$ cat src/common/matrix_pkg.sv
// matrix terminal package with the shared widths, limits, timing counts, ascii and mode codes
package matrix_pkg;

	// ====================
	// widths and limits
	// ====================
	localparam int elem_w     = 8;                  // one stored element
	localparam int dim_w      = 3;                  // row or column count
	localparam int max_dim    = 5;                  // largest m or n
	localparam int mat_elems  = 25;                 // max_dim * max_dim positions
	localparam int mat_flat_w = mat_elems * elem_w; // element k at byte k in row-major order
	localparam int idx_w      = $clog2(mat_elems);  // element index / count
	localparam int slots      = 2;                  // store depth
	localparam int slot_w     = 1;                  // slot index

	// ====================
	// timing counts
	// ====================
	// all counts are in clock cycles
	localparam int clks_per_bit    = 16;
	localparam int baud_cnt_w      = $clog2(clks_per_bit);
	localparam int debounce_cycles = 8;             // stable cycles before a level counts
	localparam int deb_cnt_w       = $clog2(debounce_cycles);
	localparam int led_hold_cycles = 64;            // status flash length
	localparam int led_cnt_w       = $clog2(led_hold_cycles);

	// ====================
	// ascii codes
	// ====================
	localparam logic [elem_w-1:0] asc_zero  = 8'h30; // "0"
	localparam logic [elem_w-1:0] asc_nine  = 8'h39; // "9"
	localparam logic [elem_w-1:0] asc_cr    = 8'h0d;
	localparam logic [elem_w-1:0] asc_lf    = 8'h0a;
	localparam logic [elem_w-1:0] asc_space = 8'h20;
	localparam logic [elem_w-1:0] asc_err   = 8'h45; // "E" marks an empty slot

	// mode codes take the values of command[2:0]
	localparam logic [2:0] mode_idle    = 3'd0;
	localparam logic [2:0] mode_input   = 3'd1;
	localparam logic [2:0] mode_display = 3'd2;

endpackage

$ cat src/btn_debouncer.sv
// button debouncer, one press pulse per clean rising edge of the button level
module btn_debouncer (
	input  logic clk,
	input  logic rst_n,
	input  logic btn,
	output logic press
);

	logic [1:0] btn_sync;                            // metastability guard
	logic       btn_clean;                           // accepted level
	logic [matrix_pkg::deb_cnt_w-1:0] stable_cnt;

	always_ff @(posedge clk or negedge rst_n) begin
		if (!rst_n) begin
			btn_sync   <= 2'b00;
			btn_clean  <= 1'b0;
			stable_cnt <= '0;
			press      <= 1'b0;
		end else begin
			btn_sync <= {btn_sync[0], btn};
			press    <= 1'b0;
			if (btn_sync[1] == btn_clean) begin
				stable_cnt <= '0;                // bounce, start over
			end else if (stable_cnt == matrix_pkg::deb_cnt_w'(matrix_pkg::debounce_cycles - 1)) begin
				btn_clean  <= btn_sync[1];
				stable_cnt <= '0;
				press      <= btn_sync[1];       // rising edge only
			end else begin
				stable_cnt <= stable_cnt + 1'b1;
			end
		end
	end

endmodule

$ cat src/uart/uart_rx.sv
// uart receiver, 8N1, every bit sampled at its middle by the bit timer
module uart_rx (
	input  logic clk,
	input  logic rst_n,
	input  logic rxd,
	output logic [matrix_pkg::elem_w-1:0] rx_data,
	output logic rx_done
);

	localparam logic [1:0] st_idle  = 2'd0;
	localparam logic [1:0] st_start = 2'd1;
	localparam logic [1:0] st_data  = 2'd2;
	localparam logic [1:0] st_stop  = 2'd3;

	localparam int half_bit = matrix_pkg::clks_per_bit / 2;

	logic [1:0] state;
	logic [1:0] rxd_sync;                            // line idles high
	logic [matrix_pkg::baud_cnt_w-1:0] bit_cnt;      // clocks inside a bit
	logic [2:0] bit_idx;                             // data bit number
	logic [matrix_pkg::elem_w-1:0] shift_q;

	wire rx_line  = rxd_sync[1];
	wire full_bit = (bit_cnt == matrix_pkg::baud_cnt_w'(matrix_pkg::clks_per_bit - 1));

	always_ff @(posedge clk or negedge rst_n) begin
		if (!rst_n) begin
			state    <= st_idle;
			rxd_sync <= 2'b11;
			bit_cnt  <= '0;
			bit_idx  <= '0;
			rx_done  <= 1'b0;
		end else begin
			rxd_sync <= {rxd_sync[0], rxd};
			rx_done  <= 1'b0;
			bit_cnt  <= bit_cnt + 1'b1;
			case (state)
				st_idle: begin
					bit_cnt <= '0;
					if (!rx_line)
						state <= st_start;       // falling edge, maybe a start bit
				end
				st_start: if (bit_cnt == matrix_pkg::baud_cnt_w'(half_bit - 1)) begin
					bit_cnt <= '0;
					bit_idx <= '0;
					state   <= rx_line ? st_idle : st_data; // glitch goes back to idle
				end
				st_data: if (full_bit) begin
					bit_cnt <= '0;
					bit_idx <= bit_idx + 1'b1;
					if (bit_idx == 3'd7)
						state <= st_stop;
				end
				default: if (full_bit) begin     // middle of the stop bit
					rx_done <= 1'b1;
					state   <= st_idle;
				end
			endcase
		end
	end

	// data path, lsb first
	always_ff @(posedge clk) begin
		if (state == st_data && full_bit)
			shift_q <= {rx_line, shift_q[matrix_pkg::elem_w-1:1]};
		if (state == st_stop && full_bit)
			rx_data <= shift_q;                  // held until the next frame ends
	end

endmodule

$ cat src/uart/uart_tx.sv
// uart transmitter for 8N1 frames with busy from the cycle after tx_en to the end of the stop bit
module uart_tx (
	input  logic clk,
	input  logic rst_n,
	input  logic tx_en,
	input  logic [matrix_pkg::elem_w-1:0] tx_data,
	output logic txd,
	output logic tx_busy
);

	logic [9:1] frame;                               // stop and data after the start bit
	logic [3:0] bit_idx;                             // 0 start .. 9 stop
	logic [matrix_pkg::baud_cnt_w-1:0] bit_cnt;

	always_ff @(posedge clk or negedge rst_n) begin
		if (!rst_n) begin
			txd     <= 1'b1;                     // idle line
			tx_busy <= 1'b0;
			bit_idx <= '0;
			bit_cnt <= '0;
		end else if (!tx_busy) begin
			if (tx_en) begin
				tx_busy <= 1'b1;
				txd     <= 1'b0;             // start bit right away
				bit_idx <= '0;
				bit_cnt <= '0;
			end
		end else if (bit_cnt == matrix_pkg::baud_cnt_w'(matrix_pkg::clks_per_bit - 1)) begin
			bit_cnt <= '0;
			if (bit_idx == 4'd9) begin
				tx_busy <= 1'b0;             // stop bit done and txd stays high
			end else begin
				bit_idx <= bit_idx + 1'b1;
				txd     <= frame[bit_idx + 4'd1];
			end
		end else begin
			bit_cnt <= bit_cnt + 1'b1;
		end
	end

	// frame load only when idle so tx_en is ignored during a frame
	always_ff @(posedge clk) begin
		if (tx_en && !tx_busy)
			frame <= {1'b1, tx_data};
	end

endmodule

$ cat src/mode_controller.sv
// mode controller, latches the command on confirm and drops back to idle on exit
module mode_controller (
	input  logic clk,
	input  logic rst_n,
	input  logic [2:0] command,
	input  logic confirm_press,
	input  logic exit_press,
	output logic input_mode,
	output logic display_mode
);

	logic [2:0] mode_q;

	always_ff @(posedge clk or negedge rst_n) begin
		if (!rst_n) begin
			mode_q <= matrix_pkg::mode_idle;
		end else if (exit_press) begin
			mode_q <= matrix_pkg::mode_idle;     // exit beats confirm
		end else if (confirm_press) begin
			if (command == matrix_pkg::mode_input || command == matrix_pkg::mode_display)
				mode_q <= command;
			else
				mode_q <= matrix_pkg::mode_idle; // unknown codes park in idle
		end
	end

	// one-hot by construction
	assign input_mode   = (mode_q == matrix_pkg::mode_input);
	assign display_mode = (mode_q == matrix_pkg::mode_display);

endmodule

$ cat src/matrix/matrix_parser.sv
// matrix parser, turns the ascii digit stream into m, n and a flat element vector
module matrix_parser (
	input  logic clk,
	input  logic rst_n,
	input  logic enable,
	input  logic [matrix_pkg::elem_w-1:0] rx_data,
	input  logic rx_done,
	output logic [matrix_pkg::dim_w-1:0] parsed_m,
	output logic [matrix_pkg::dim_w-1:0] parsed_n,
	output logic [matrix_pkg::mat_flat_w-1:0] parsed_flat,
	output logic parse_done,
	output logic parse_error
);

	localparam logic [1:0] st_rows  = 2'd0;
	localparam logic [1:0] st_cols  = 2'd1;
	localparam logic [1:0] st_elems = 2'd2;

	logic [1:0] state;
	logic [matrix_pkg::idx_w-1:0] elem_cnt;          // next element position
	logic [matrix_pkg::idx_w-1:0] elem_total;        // m * n

	wire is_digit = (rx_data >= matrix_pkg::asc_zero) && (rx_data <= matrix_pkg::asc_nine);
	wire [matrix_pkg::elem_w-1:0] digit = rx_data - matrix_pkg::asc_zero;
	wire dim_ok = (digit >= 8'd1) && (digit <= 8'(matrix_pkg::max_dim));
	wire take   = enable && rx_done && is_digit;     // separators fall through here

	assign elem_total = matrix_pkg::idx_w'(parsed_m) * matrix_pkg::idx_w'(parsed_n);

	always_ff @(posedge clk or negedge rst_n) begin
		if (!rst_n) begin
			state       <= st_rows;
			elem_cnt    <= '0;
			parse_done  <= 1'b0;
			parse_error <= 1'b0;
		end else begin
			parse_done  <= 1'b0;
			parse_error <= 1'b0;
			if (!enable) begin
				state <= st_rows;                // leaving input mode restarts
			end else if (take) begin
				case (state)
					st_rows: begin
						if (dim_ok)
							state <= st_cols;
						else
							parse_error <= 1'b1;
					end
					st_cols: begin
						elem_cnt <= '0;
						if (dim_ok) begin
							state <= st_elems;
						end else begin
							parse_error <= 1'b1;
							state       <= st_rows;
						end
					end
					default: begin
						elem_cnt <= elem_cnt + 1'b1;
						if (elem_cnt == elem_total - 1'b1) begin
							parse_done <= 1'b1;  // flat is complete this cycle
							state      <= st_rows;
						end
					end
				endcase
			end
		end
	end

	// ====================
	// matrix payload
	// ====================
	always_ff @(posedge clk) begin
		if (take) begin
			case (state)
				st_rows: parsed_m <= digit[matrix_pkg::dim_w-1:0];
				st_cols: begin
					parsed_n    <= digit[matrix_pkg::dim_w-1:0];
					parsed_flat <= '0;           // unused positions read as zero
				end
				default: parsed_flat[elem_cnt*matrix_pkg::elem_w +: matrix_pkg::elem_w] <= digit;
			endcase
		end
	end

endmodule

$ cat src/matrix/matrix_store.sv
// matrix store, two round-robin slots and one presented read register set
module matrix_store (
	input  logic clk,
	input  logic rst_n,
	input  logic write_en,
	input  logic [matrix_pkg::dim_w-1:0] wr_m,
	input  logic [matrix_pkg::dim_w-1:0] wr_n,
	input  logic [matrix_pkg::mat_flat_w-1:0] wr_flat,
	input  logic read_en,
	input  logic [matrix_pkg::slot_w-1:0] rd_index,
	output logic [matrix_pkg::dim_w-1:0] pres_m,
	output logic [matrix_pkg::dim_w-1:0] pres_n,
	output logic [matrix_pkg::mat_flat_w-1:0] pres_flat,
	output logic pres_ready
);

	logic [matrix_pkg::dim_w-1:0]      slot_m    [matrix_pkg::slots];
	logic [matrix_pkg::dim_w-1:0]      slot_n    [matrix_pkg::slots];
	logic [matrix_pkg::mat_flat_w-1:0] slot_flat [matrix_pkg::slots];
	logic [matrix_pkg::slots-1:0]      filled;      // slot written at least once
	logic [matrix_pkg::slot_w-1:0]     wr_ptr;      // next slot to overwrite

	always_ff @(posedge clk or negedge rst_n) begin
		if (!rst_n) begin
			filled     <= '0;
			wr_ptr     <= '0;
			pres_ready <= 1'b0;
		end else begin
			pres_ready <= write_en || read_en;
			if (write_en) begin
				filled[wr_ptr] <= 1'b1;
				if (wr_ptr == matrix_pkg::slot_w'(matrix_pkg::slots - 1))
					wr_ptr <= '0;
				else
					wr_ptr <= wr_ptr + 1'b1;
			end
		end
	end

	// slots and presented copy, a write wins over a read
	always_ff @(posedge clk) begin
		if (write_en) begin
			slot_m[wr_ptr]    <= wr_m;
			slot_n[wr_ptr]    <= wr_n;
			slot_flat[wr_ptr] <= wr_flat;
			pres_m            <= wr_m;           // echo the fresh matrix
			pres_n            <= wr_n;
			pres_flat         <= wr_flat;
		end else if (read_en) begin
			pres_m    <= filled[rd_index] ? slot_m[rd_index] : '0; // zero dims = empty
			pres_n    <= filled[rd_index] ? slot_n[rd_index] : '0;
			pres_flat <= slot_flat[rd_index];
		end
	end

endmodule

$ cat src/matrix/matrix_printer.sv
// matrix printer, sends the presented matrix as uart text one byte at a time
module matrix_printer (
	input  logic clk,
	input  logic rst_n,
	input  logic start,
	input  logic [matrix_pkg::dim_w-1:0] mat_m,
	input  logic [matrix_pkg::dim_w-1:0] mat_n,
	input  logic [matrix_pkg::mat_flat_w-1:0] mat_flat,
	input  logic tx_busy,
	output logic tx_en,
	output logic [matrix_pkg::elem_w-1:0] tx_data
);

	// handshake states
	localparam logic [1:0] st_idle = 2'd0;
	localparam logic [1:0] st_send = 2'd1;          // wait for a free transmitter
	localparam logic [1:0] st_rise = 2'd2;          // wait for busy to rise
	localparam logic [1:0] st_fall = 2'd3;          // wait for busy to fall

	// byte kinds
	localparam logic [2:0] k_digit = 3'd0;
	localparam logic [2:0] k_space = 3'd1;
	localparam logic [2:0] k_cr    = 3'd2;
	localparam logic [2:0] k_lf    = 3'd3;
	localparam logic [2:0] k_err   = 3'd4;

	logic [1:0] state;
	logic [2:0] kind;
	logic       last;                                // final lf is on the wire
	logic [matrix_pkg::dim_w-1:0] row, col;
	logic [matrix_pkg::dim_w-1:0] m_q, n_q;
	logic [matrix_pkg::mat_flat_w-1:0] flat_q;
	logic [matrix_pkg::idx_w-1:0] elem_idx;
	logic [matrix_pkg::elem_w-1:0] next_byte;

	wire empty = (m_q == '0) || (n_q == '0);

	assign elem_idx = matrix_pkg::idx_w'(row) * matrix_pkg::idx_w'(n_q) + matrix_pkg::idx_w'(col);

	always_comb begin
		case (kind)
			k_digit: next_byte = flat_q[elem_idx*matrix_pkg::elem_w +: matrix_pkg::elem_w]
				+ matrix_pkg::asc_zero;
			k_space: next_byte = matrix_pkg::asc_space;
			k_cr:    next_byte = matrix_pkg::asc_cr;
			k_lf:    next_byte = matrix_pkg::asc_lf;
			default: next_byte = matrix_pkg::asc_err;
		endcase
	end

	always_ff @(posedge clk or negedge rst_n) begin
		if (!rst_n) begin
			state <= st_idle;
			kind  <= k_digit;
			last  <= 1'b0;
			row   <= '0;
			col   <= '0;
			tx_en <= 1'b0;
		end else begin
			tx_en <= 1'b0;
			case (state)
				st_idle: if (start) begin        // start while busy is dropped
					row   <= '0;
					col   <= '0;
					last  <= 1'b0;
					kind  <= (mat_m == '0 || mat_n == '0) ? k_err : k_digit;
					state <= st_send;
				end
				st_send: if (!tx_busy) begin
					tx_en <= 1'b1;
					state <= st_rise;
					case (kind)              // pick the byte after this one
						k_digit: begin
							if (col == n_q - 1'b1) begin
								col  <= '0;
								kind <= k_cr;    // row done
							end else begin
								col  <= col + 1'b1;
								kind <= k_space;
							end
						end
						k_space: kind <= k_digit;
						k_cr:    kind <= k_lf;
						k_lf: begin
							if (empty || row == m_q - 1'b1) begin
								last <= 1'b1;
							end else begin
								row  <= row + 1'b1;
								kind <= k_digit;
							end
						end
						default: kind <= k_cr;   // "E" then cr lf
					endcase
				end
				st_rise: if (tx_busy) state <= st_fall;
				default: if (!tx_busy) state <= last ? st_idle : st_send;
			endcase
		end
	end

	always_ff @(posedge clk) begin
		if (state == st_idle && start) begin
			m_q    <= mat_m;
			n_q    <= mat_n;
			flat_q <= mat_flat;
		end
		if (state == st_send && !tx_busy)
			tx_data <= next_byte;
	end

endmodule

$ cat src/sys_top.sv
// matrix terminal top, uart text input and display of a two-slot matrix store
module sys_top (
	input  logic clk,
	input  logic rst_n,
	input  logic [7:0] command,                      // only [2:0] carries a mode
	input  logic btn_confirm,
	input  logic btn_exit,
	input  logic uart_rxd,
	output logic uart_txd,
	output logic [7:0] led,
	output logic [7:0] ld2
);

	logic confirm_press, exit_press;
	logic input_mode, display_mode;
	logic [matrix_pkg::elem_w-1:0] rx_data, tx_data;
	logic rx_done, tx_en, tx_busy;
	logic [matrix_pkg::dim_w-1:0] parsed_m, parsed_n, pres_m, pres_n;
	logic [matrix_pkg::mat_flat_w-1:0] parsed_flat, pres_flat;
	logic parse_done, parse_error, pres_ready;
	logic read_en;
	logic [matrix_pkg::slot_w-1:0] rd_index;
	logic [1:0] flash_trig, flash_on;                // [0] store write, [1] parse error

	// ====================
	// front end
	// ====================
	btn_debouncer u_db_confirm (.clk(clk), .rst_n(rst_n), .btn(btn_confirm), .press(confirm_press));
	btn_debouncer u_db_exit    (.clk(clk), .rst_n(rst_n), .btn(btn_exit),    .press(exit_press));

	mode_controller u_mode (
		.clk(clk), .rst_n(rst_n), .command(command[2:0]),
		.confirm_press(confirm_press), .exit_press(exit_press),
		.input_mode(input_mode), .display_mode(display_mode)
	);

	uart_rx u_rx (.clk(clk), .rst_n(rst_n), .rxd(uart_rxd), .rx_data(rx_data), .rx_done(rx_done));

	uart_tx u_tx (
		.clk(clk), .rst_n(rst_n), .tx_en(tx_en), .tx_data(tx_data),
		.txd(uart_txd), .tx_busy(tx_busy)
	);

	// ====================
	// matrix path
	// ====================
	matrix_parser u_parser (
		.clk(clk), .rst_n(rst_n), .enable(input_mode),
		.rx_data(rx_data), .rx_done(rx_done),
		.parsed_m(parsed_m), .parsed_n(parsed_n), .parsed_flat(parsed_flat),
		.parse_done(parse_done), .parse_error(parse_error)
	);

	// display mode, "0" or "1" asks for that slot
	always_ff @(posedge clk or negedge rst_n) begin
		if (!rst_n) begin
			read_en  <= 1'b0;
			rd_index <= '0;
		end else begin
			read_en  <= display_mode && rx_done
				&& (rx_data == matrix_pkg::asc_zero || rx_data == matrix_pkg::asc_zero + 8'd1);
			rd_index <= matrix_pkg::slot_w'(rx_data - matrix_pkg::asc_zero);
		end
	end

	matrix_store u_store (
		.clk(clk), .rst_n(rst_n),
		.write_en(parse_done), .wr_m(parsed_m), .wr_n(parsed_n), .wr_flat(parsed_flat),
		.read_en(read_en), .rd_index(rd_index),
		.pres_m(pres_m), .pres_n(pres_n), .pres_flat(pres_flat), .pres_ready(pres_ready)
	);

	matrix_printer u_printer (
		.clk(clk), .rst_n(rst_n), .start(pres_ready),
		.mat_m(pres_m), .mat_n(pres_n), .mat_flat(pres_flat),
		.tx_busy(tx_busy), .tx_en(tx_en), .tx_data(tx_data)
	);

	// ====================
	// status leds
	// ====================
	always_ff @(posedge clk or negedge rst_n) begin
		if (!rst_n)
			led <= 8'd0;
		else
			led <= {6'd0, display_mode, input_mode};
	end

	assign flash_trig = {parse_error, parse_done};

	// one stretch counter per flash, a new event restarts it
	for (genvar i = 0; i < 2; i++) begin : g_flash
		logic [matrix_pkg::led_cnt_w-1:0] hold_cnt;
		always_ff @(posedge clk or negedge rst_n) begin
			if (!rst_n) begin
				flash_on[i] <= 1'b0;
				hold_cnt    <= '0;
			end else if (flash_trig[i]) begin
				flash_on[i] <= 1'b1;
				hold_cnt    <= '0;
			end else if (flash_on[i]) begin
				if (hold_cnt == matrix_pkg::led_cnt_w'(matrix_pkg::led_hold_cycles - 1))
					flash_on[i] <= 1'b0;
				else
					hold_cnt <= hold_cnt + 1'b1;
			end
		end
	end

	assign ld2 = {6'd0, flash_on};

endmodule

$ cat config.mk
export PLATFORM = sky130hd
export DESIGN_NAME = sys_top
export DESIGN_NICKNAME = d
export VERILOG_FILES = /design/src/common/matrix_pkg.sv /design/src/btn_debouncer.sv /design/src/uart/uart_rx.sv /design/src/uart/uart_tx.sv /design/src/mode_controller.sv /design/src/matrix/matrix_parser.sv /design/src/matrix/matrix_store.sv /design/src/matrix/matrix_printer.sv /design/src/sys_top.sv
export SDC_FILE = /design/constraint.sdc
export NUM_CORES = 1
export LEC_CHECK = 0
export BUFFER_PORTS_ARGS = -buffer_cell sky130_fd_sc_hd__buf_2
export CORE_ASPECT_RATIO = 1.75
export CORE_MARGIN = 2
export CORE_UTILIZATION = 45
export DETAILED_ROUTE_END_ITERATION = 16
export PLACE_DENSITY = 0.64
export RECOVER_POWER = 100
export SYNTH_ARGS = -nofsm -noshare
export SYNTH_HDL_FRONTEND = slang
export SYNTH_SLANG_ARGS = --single-unit
$ cat constraint.sdc
create_clock -name clk -period 32.2 [get_ports clk]
set_input_delay 1.61 -clock clk [delete_from_list [all_inputs] [get_ports clk]]
set_output_delay 1.61 -clock clk [all_outputs]
set_load 0.005 [all_outputs]
# Yosys cells after proc, flatten, opt, wreduce, memory -nomap -nowiden
# Memory sizes are Yosys's and may differ from the RTL's.
# Cells that the tools add are included.
# totals
memories,3
output_inout_bits,17
word_cells,309
register_bits,733
ram_bits,412
input_bits,13
# classes
shifts,3
reduce_logical,54
add_sub_neg,19
n_bitwise,4
n_mul,2
n_lt_le_gt_ge,8
eq_ne,49
n_mux,116
# mem_list
name,words,width,read_ports,rd_ports_with_merged_regs,wr,line_no,source
u_store.slot_flat,2,200,1,0,1,matrix_store.sv:19,logic [matrix_pkg::mat_flat_w-1:0] slot_flat [matrix_pkg::slots];
u_store.slot_m,2,3,1,0,1,matrix_store.sv:17,logic [matrix_pkg::dim_w-1:0] slot_m [matrix_pkg::slots];
u_store.slot_n,2,3,1,0,1,matrix_store.sv:18,logic [matrix_pkg::dim_w-1:0] slot_n [matrix_pkg::slots];
# ops
operator,count
200-bit 2-to-1 mux,2
200-bit case mux with 2 select lines,1
200-bit bitwise mux,1
8-bit by 34-bit variable shift with 200-bit output (first input constant),1
200-bit by 9-bit indexed part select with 8-bit output,1
8-bit by 34-bit indexed part select with 200-bit output,1
3-bit 2-to-1 mux,26
1-bit 2-to-1 mux,42
6-bit 2-to-1 mux,6
8-bit negation with 34-bit output,1
2-bit 2-to-1 mux,16
4-bit 2-to-1 mux,8
8-bit case mux with 4 select lines,1
3-bit case mux with 2 select lines,4
2-bit inequality test (second input constant),9
8-bit by 6-bit == test with 1-bit output (second input constant),2
3-bit by 1-bit adder with 3-bit output (second input constant),5
3-bit zero test,5
5-bit AND reduction,3
2-bit by 1-bit inequality test with 1-bit output (second input constant),7
2-bit AND reduction,7
2-bit nonzero test,7
4-bit by 1-bit adder with 4-bit output (second input constant),3
6-bit by 1-bit adder with 6-bit output (second input constant),2
other kinds (49),94

# Depth between registers and ports, before layout
# Gate-level depths: netlist of the first run.
# depth
depth_word,7
mapped_depth,16
mapped_depth_nobuf,14

# By module
# Synthesis of the first run repeated with hierarchy kept, for this count alone.
# unflattened
hier_cells,3033
area_unflattened_um2,47297.9
# modules_own_cells
mod,area_per_inst_um2,instances,seq_area_each_um2,cells_each
matrix_store,23130.9,1,18657.9,1312
matrix_parser,11134.4,1,6411.1,940
matrix_printer,9464.1,1,6751.5,484
uart_rx,1051.0,1,783.3,68
sys_top,1004.7,1,450.4,108
uart_tx,864.6,1,491.7,75
btn_debouncer,252.7,2,175.2,17
mode_controller,142.6,1,75.1,12

# Worst setup path before layout of the first run
# No wires, ideal clock.
# synth_path
kind,reg-to-reg
start,reg u_parser.parse_done
end,reg u_store.filled[0] in the netlist's numbering
arrival_ps,10833
path_buffers,2
required_ps,32076
setup_time_ps,124
path_stages_with_launch,5
path_slack_ps,21243
cell_sequence,dfrtp_1 > clkbuf_1 > clkbuf_1 > nor2b_1 > or2_2
# synth_lines
item,line_no,source
from (decl),matrix_parser.sv:11,"output logic parse_done,"
from (signal assigned),matrix_parser.sv:34,parse_done <= 1'b0;
from (signal assigned),matrix_parser.sv:37,parse_done <= 1'b0;
from (signal assigned),matrix_parser.sv:61,parse_done <= 1'b1;
to (signal assigned),matrix_store.sv:25,filled <= '0;
"to (signal, indexed assignment)",matrix_store.sv:31,filled[wr_ptr] <= 1'b1;
to (decl),matrix_store.sv:20,logic [matrix_pkg::slots-1:0] filled;

# Worst setup path after layout of the first run
# layout_path
start,reg u_rx.rx_data[4] in the netlist's numbering
end,reg u_parser.parsed_flat[173] in the netlist's numbering (enable)
# layout_via
elab_chain_len,4
elab_cells_between_ends,5
classes_between,order compare: 2; reduce/logical: 3
# layout_rtl
item,line_no,source
from (decl),uart_rx.sv:6,"output logic [matrix_pkg::elem_w-1:0] rx_data,"
from (signal assigned),uart_rx.sv:67,rx_data <= shift_q;
8-bit by 6-bit greater-or-equal comparator with 1-bit output / 8-bit by 6-bit less-or-equal comparator with 1-bit output (equally long branches),matrix_parser.sv:23,wire is_digit = (rx_data >= matrix_pkg::asc_zero) && (rx_data <= matrix_pkg::asc_nine);
1-bit logical AND *,matrix_parser.sv:23,
1-bit logical AND *,matrix_parser.sv:26,wire take = enable && rx_done && is_digit;
2-bit AND reduction (no source line) *,--,
"to (signal, indexed assignment)",matrix_parser.sv:81,default: parsed_flat[elem_cnt*matrix_pkg::elem_w +: matrix_pkg::elem_w] <= digit;
to (decl),matrix_parser.sv:10,"output logic [matrix_pkg::mat_flat_w-1:0] parsed_flat,"
# Every way passes the cells marked *; elsewhere a longest branch is shown, timed or not.
# A chain may end at the register's enable or synchronous reset.

==> metrics.txt, run 1 <==
Placed Instances=4290; kind of critical path=flop to flop; Post-Synthesis Cells=3048; slew of the pin with the lowest slew margin=9.22 ns; top-area cell type share of the netlist area=between 60% and 70%; Register-to-Register Path Depth=7; final hold slack=0.360 ns; met2 Usage GRT=37.8%; DR vias/cell=5.53; Mapped Area=46400 µm²; Max VDD drop=about 0.045 mV; synthesis-to-finish area growth=9.37%; DIE AREA=106000 µm²; initial antenna violation count=1; largest net degree at the start of global routing=around 140; Util after Layout=49.7%; CTS max path bufs=3; Synth Area in Compound Gates=between 4 and 5%; Hold Path Class=flop to flop; I/O Pins=30; final hold vios=0; Required @ worst endpoint=32.39 ns; GPL Wtd Cong=slightly above 0.8; DRC Markers=0; met1 usage=23.7%; Synth Area in Simple Gates=about 7.6%; row cnt=155; Total Routing Usage GR=20.9%; Fin Clk Skew=0.0199 ns; die height=429 µm; FF-to-FF Start=u_rx.rx_data[4]$_DFFE_PP_; CP startpoint=u_rx.rx_data[4]$_DFFE_PP_; Avg WL per Cell=approximately 25 µm; Slew HR=-515%; crit-path cells=clkbuf_1 > ha_1 > nor4bb_1 > nand3_1 > nor2_4 > clkbuf_1 > clkbuf_1; Crit path largest cell delay=6.34 ns; crit path DAT=13.44 ns; most area-consuming cells after synthesis=edfxtp_1 69%, mux2i_1 8.1%, dfrtp_1 4.3%; Finished Cell Area=50800 µm²; syn avg cell area=15.2 µm²; worst skew pair latency=around 0.70 ns; crit path to=u_parser.parsed_flat[173]$_SDFFCE_PP0P_; CTS tree=built; Synthesis Warnings=0; Synth area leader=edfxtp_1; H-tree depth=3; Max FO, Critical Path=between 100 and 150; CTS Root Cell=clkbuf_16; Critical Path End Type=flop; Slowest-stage cell, CP=clkbuf_1; PnR worst setup slack=about 19 ns; R2R setup slack=18.95 ns; Period minus WS final=13.25 ns; DRT Pass-1 Iters=5; post-synthesis mux area share=10.9%; Tot Pwr=2.92 mW; Top FF cell, synth=edfxtp_1; setup violators final=0; Top Usage Layer GRT=met2; Post-Place Cell Area=48000 µm²; fin cells=roughly 4.5k; number of global-route vias before repair=25.1k; Synth cell types=73; Final Routed Wirelength=110 mm; I/O Buffers=12; fillers=about 8.4k; Post-synth EDFFs=~1.1k; final antenna-violating net count=0; Leak=around 14 nW; hold_buf cts=0; FF+latch count, synth=1145; Async SR Flop Fraction=between 7 and 8%; Clock Sinks=1145; XOR/XNOR Fraction of Synth Area=less than 1%; GRT overflow=0; Most common cell on crit path=clkbuf_1; Crit Reg-Reg Endpoint=u_parser.parsed_flat[173]$_SDFFCE_PP0P_; register area share after synthesis=73.1%; total core area=102000 µm²; post-CTS sizing=0; status=complete, but fails checks; Slew Limit Fails=1797; DP Wirelength=67.6 mm; highest clock rate=0.0755 GHz; post-CTS setup buffer count=0; Initial Util=45.4%; grt met3 use=2.91%; MaxCap Viol Count=35; main combinational cell family by area after synthesis=multiplexers; failing checks=capacitance limit, slew limit; critical path startpoint category=flop; first-pass GRT wire length=between 150 and 200 mm; via count=24.7k; TritonCTS buffer count=100; Nets=3124; post-place setup slack=27.00 ns; DRT iter0 DRCs=2279; share of cells above drive strength 1=7.37%; Final Cycle Share=41.2%; Power per Cell Area=57.5 nW/µm²; clock slew at reported path FFs=0.06 ns; setup TNS=0 ns; unrepaired setup endpoints after global routing=false; Adder-Cell Fraction of Synth Area=roughly 1.5%; die width=247 µm
==> cell families after synthesis <==
logic type / after synthesis
flip-flops: 1145
AND/OR/NAND/NOR: 810
multiplexers: 437
AO/OA/AOI/OAI: 360
buffers and inverters: 195
adder cells (fa/ha/maj): 53
XOR/XNOR: 47
other: 1
==> flip-flops by register name, summed over array words and instances, names as in the netlist, 4 cells and up <==
register              cells
u_tx.bit_idx              4
u_printer.tx_data         8
u_store.pres_flat       200
u_tx.bit_cnt              4
u_rx.rx_data              8
u_tx.frame                8
u_rx.shift_q              8
u_parser.elem_cnt         5
u_store.slot_flat       400
u_store.slot_n            6
g_flash.hold_cnt         12
u_store.slot_m            6
u_rx.bit_cnt              4
u_printer.flat_q        200
u_parser.parsed_flat    200
==> cell usage in the layout (no fill, tap or decap), types with 5 or more instances in the layout <==
cell / n
a21oi_1: 64
a31oi_1: 7
and2_0: 9
and2_1: 19
buf_2: 9
buf_4: 11
bufinv_16: 5
clkbuf_1: 63
clkbuf_16: 103
clkinv_1: 15
clkinv_2: 14
conb_1: 12
dfrtp_1: 80
edfxtp_1: 1062
fa_1: 5
ha_1: 46
inv_1: 37
mux2i_1: 377
mux4_2: 52
nand2_1: 306
nand2b_1: 14
nand3_1: 30
nand4_1: 13
nor2_1: 338
nor2b_1: 13
nor3_1: 25
nor3b_1: 9
o21ai_0: 243
o21ai_1: 14
o2bb2ai_1: 8
or2_2: 5
xnor2_1: 22
xor2_1: 20
==> metal layers <==
layer	wire [µm]	up-vias	share of wire, %
li1	-	11265	-
met3	5320	227	4.8
met4	6230	0	5.7
met1	39800	12509	36
met2	58400	721	53
met5	0	-	0
==> critical path, delay by kind of cell (launching register included) <==
kind	cells	cell delay (ns)
buf+inv	3	10.85
simple gates	3	0.89
fa+ha+maj	1	0.43
flops	1	0.32
==> how the worst min path moves through the flow <==
stage / start / endpoint / cells after the start
2_1_floorplan: u_db_confirm.btn_sync[0]$_DFF_PN0_ / u_db_confirm.btn_sync[1]$_DFF_PN0_ / 0
3_3_place_gp: u_db_confirm.btn_sync[0]$_DFF_PN0_ / u_db_confirm.btn_sync[1]$_DFF_PN0_ / 0
3_5_place_dp: u_rx.rxd_sync[0]$_DFF_PN1_ / u_rx.rxd_sync[1]$_DFF_PN1_ / 0
4_1_cts: u_rx.rxd_sync[0]$_DFF_PN1_ / u_rx.rxd_sync[1]$_DFF_PN1_ / 0
5_1_grt: u_rx.rxd_sync[0]$_DFF_PN1_ / u_rx.rxd_sync[1]$_DFF_PN1_ / 0
6_report: u_db_confirm.btn_sync[0]$_DFF_PN0_ / u_db_confirm.btn_sync[1]$_DFF_PN0_ / 0
==> layout make-up <==
type                            count  area [µm²]  area share (%)
Sequential cell                  1145       34000            66.9
Multi-Input combinational cell   1719       11700            23.0
Clock buffer                      133        2690            5.30
Tap cell                         1334        1670            3.29
Clock inverter                     44         374           0.737
Timing Repair Buffer               53         251           0.495
Inverter                           39         148           0.291
Antenna cell                        1        2.50         0.00493
==> cells in the mapped netlist (2+ instances only) <==
master	instances
a21boi_0	2
a21o_1	4
a21oi_1	64
a31oi_1	7
and2_1	28
and3_1	4
and3b_1	2
and4b_1	2
buf_1	15
buf_2	18
buf_4	14
buf_6	2
clkbuf_1	106
dfrtp_1	80
dfstp_2	3
edfxtp_1	1062
fa_1	5
ha_1	48
inv_1	38
mux2_2	5
mux2i_1	377
mux4_1	2
mux4_2	52
nand2_1	306
nand2b_1	14
nand3_1	29
nand4_1	13
nor2_1	330
nor2_2	4
nor2_4	8
nor2b_1	14
nor3_1	25
nor3b_1	10
nor4_1	3
o21a_1	2
o21ai_0	241
o21ai_1	16
o22ai_1	2
o2bb2ai_1	8
or2_2	6
or3_1	2
or4_1	2
xnor2_1	23
xor2_1	21
==> where the power goes <==
part	total [mW]	switching (mW)	leakage, nW	internal [mW]
Sequential	1.64	0.0160	7.35	1.62
Combinational	0.133	0.0771	4.90	0.0557
Clock	1.15	0.526	1.49	0.627
No activity file was read; power rests on OpenSTA's default activity.
==> run 2: changes to the inputs <==
--- a/config.mk
+++ b/config.mk
@@ -10,7 +10,7 @@
 export CORE_MARGIN = 2
 export CORE_UTILIZATION = 45
 export DETAILED_ROUTE_END_ITERATION = 16
-export PLACE_DENSITY = 0.64
+export PLACE_DENSITY = 0.66
 export RECOVER_POWER = 100
 export SYNTH_ARGS = -nofsm -noshare
 export SYNTH_HDL_FRONTEND = slang
==> constraint.sdc (replaced) <==
create_clock -name clk -period 10.67 [get_ports clk]
set_input_delay 0.5335 -clock clk [delete_from_list [all_inputs] [get_ports clk]]
set_output_delay 0.5335 -clock clk [all_outputs]
set_load 0.005 [all_outputs]
==> metrics.txt, run 2 (same netlist as run 1, synthesis figures left out) <==
Fin Clk Skew=0.0168 ns (-0.00304 ns); DIE AREA=106000 µm² (unchanged); CTS max path bufs=3 (unchanged); final hold vios=0 (unchanged); Slew Limit Fails=1009 (-44%); highest clock rate=0.139 GHz (+85%); DP Wirelength=64.9 mm (-4.0%); row cnt=155 (unchanged); Hold Path Class=primary input to flop; most frequent cells in the layout=1062 x edfxtp_1, 377 x mux2i_1, 342 x nor2_1, 306 x nand2_1, 243 x o21ai_0; H-tree depth=3 (unchanged); Initial Util=45.4% (unchanged); Placed Instances=4290 (unchanged); Clock Sinks=1145 (unchanged); failing checks=capacitance limit, slew limit; initial antenna violation count=2 (+1); Final Routed Wirelength=104 mm (-5.1%); total core area=102000 µm² (unchanged); commonest non-fill, non-tap cell in the layout=edfxtp_1; Largest Register=u_store.slot_flat; Nets=3129 (+0.16%); DRT iter0 DRCs=1903 (-16%); max reg flops=400 (unchanged); Avg WL per Cell=23.2 µm (-5.4%); share of cells above drive strength 1=8.04% (+0.67 points); CTS tree=built; Required @ worst endpoint=11.06 ns (-21.33 ns); critical path startpoint category=flop; Most common cell on crit path=clkbuf_1; first-pass GRT wire length=155 mm (-4.4%); Post-Place Cell Area=48000 µm² (about the same); MaxCap Viol Count=29 (-17%); worst skew pair latency=0.69 ns (about the same); CTS Root Cell=clkbuf_16; Final Cycle Share=67.3% (+26 points); Crit path largest cell delay=2.70 ns (-3.64 ns); clock slew at reported path FFs=0.07 ns (about the same); post-CTS sizing=0 (unchanged); synthesis-to-finish area growth=9.80%; via count=24.5k (-0.91%); Slowest-stage cell, CP=clkbuf_1; setup violators final=0 (unchanged); setup TNS=0 ns (unchanged); die width=247 µm (unchanged); crit-path cells=clkbuf_1 > clkbuf_1 > mux2i_1 > o21ai_0; Period minus WS final=7.18 ns (-6.07 ns); largest net degree at the start of global routing=172 (+21%); number of global-route vias before repair=24.6k (-2.0%); GPL Wtd Cong=0.832 (+0.40%); final hold slack=0.101 ns (-0.260 ns); DR vias/cell=5.47 (-1.2%); I/O Pins=30 (unchanged); DRT Pass-1 Iters=5 (unchanged); Max VDD drop=0.127 mV (+180%); final antenna-violating net count=0 (unchanged); unrepaired setup endpoints after global routing=false; post-place setup slack=5.78 ns (-21.22 ns); Finished Cell Area=51000 µm² (+0.40%); Total Routing Usage GR=19.8% (-1.1 points); kind of critical path=flop to flop; I/O Buffers=12 (unchanged); TritonCTS buffer count=101 (+1.0%); slew of the pin with the lowest slew margin=3.94 ns (-5.28 ns); Max FO, Critical Path=45 (-68%); GRT overflow=0 (unchanged); Slew HR=-164% (+350 points); crit path DAT=7.56 ns (-5.88 ns); fin cells=4482 (+0.31%); DRC Markers=0 (unchanged); Leak=13.9 nW (+0.89%); status=complete, but fails checks; die height=429 µm (unchanged); Power per Cell Area=174 nW/µm² (+200%); PnR worst setup slack=3.49 ns (-15.46 ns); Critical Path End Type=flop
## run 2: final cells by class
cell class / count / area (µm²)
flip-flops and latches: 1145 / 34000
multi-input cells: 1719 / 11600
diodes: 2 / 5.00
fillers: 8382 / 51200
clock inverters: 56 / 485
inverters: 39 / 148
well taps: 1334 / 1670
repair buffers: 57 / 369
clock buffers: 130 / 2700
## run 2: critical path, delay by kind of cell, from the launching register on
kind / cells / cell delay, ns
flops: 1 / 1.30
mux: 1 / 0.33
buf+inv: 2 / 4.95
compound gates: 1 / 0.17
## run 2: path summary, 6_finish.rpt
check                                                 from                              end  slack (ns)  depth (start not counted)
setup / recovery                        rd_index$_DFF_PN0_  u_store.pres_flat[74]$_DFFE_PP_        3.49                          4
max in group asynchronous                            rst_n      u_rx.bit_idx[0]$_DFFE_PN0P_        6.26                          3
hold / removal                                  command[1]     u_mode.mode_q[1]$_DFFE_PN0P_        0.10                          3
setup reg to reg                        rd_index$_DFF_PN0_  u_store.pres_flat[74]$_DFFE_PP_        3.49                          4
min in group asynchronous                            rst_n       u_store.wr_ptr$_DFFE_PN0P_        1.05                          2
hold reg to reg            u_db_exit.btn_sync[0]$_DFF_PN0_  u_db_exit.btn_sync[1]$_DFF_PN0_        0.35                          0
## run 2: metal layers
metal	GRT usage [%]	wire [µm]	part of all wire, %
met1	21.8	37400	36
met4	10.7	5820	5.6
met2	36.7	56700	54
met5	0	0	0
met3	2.66	4200	4.0
## run 2: power breakdown
group / internal [mW] / total (mW) / switching (mW)
registers: 4.89 / 4.93 / 0.0466
logic: 0.167 / 0.381 / 0.215
clock network: 1.96 / 3.58 / 1.61
total: 7.01 / 8.89 / 1.88
## run 2: through the flow
step	power, mW	utilization [%]
after floorplan	5.32	-
after global placement	5.41	46.9
after global routing	9.17	49.9
after detailed placement	5.42	46.9
after CTS	8.97	50.1
final	8.89	49.9
## run 2: what timing repair did
| action | in CTS | in global routing |
|---|---|---|
| hold buffers | 4 | 0 |
| endpoints found under the hold margin | 36 | 0 |
| buffers inserted | 0 | 0 |
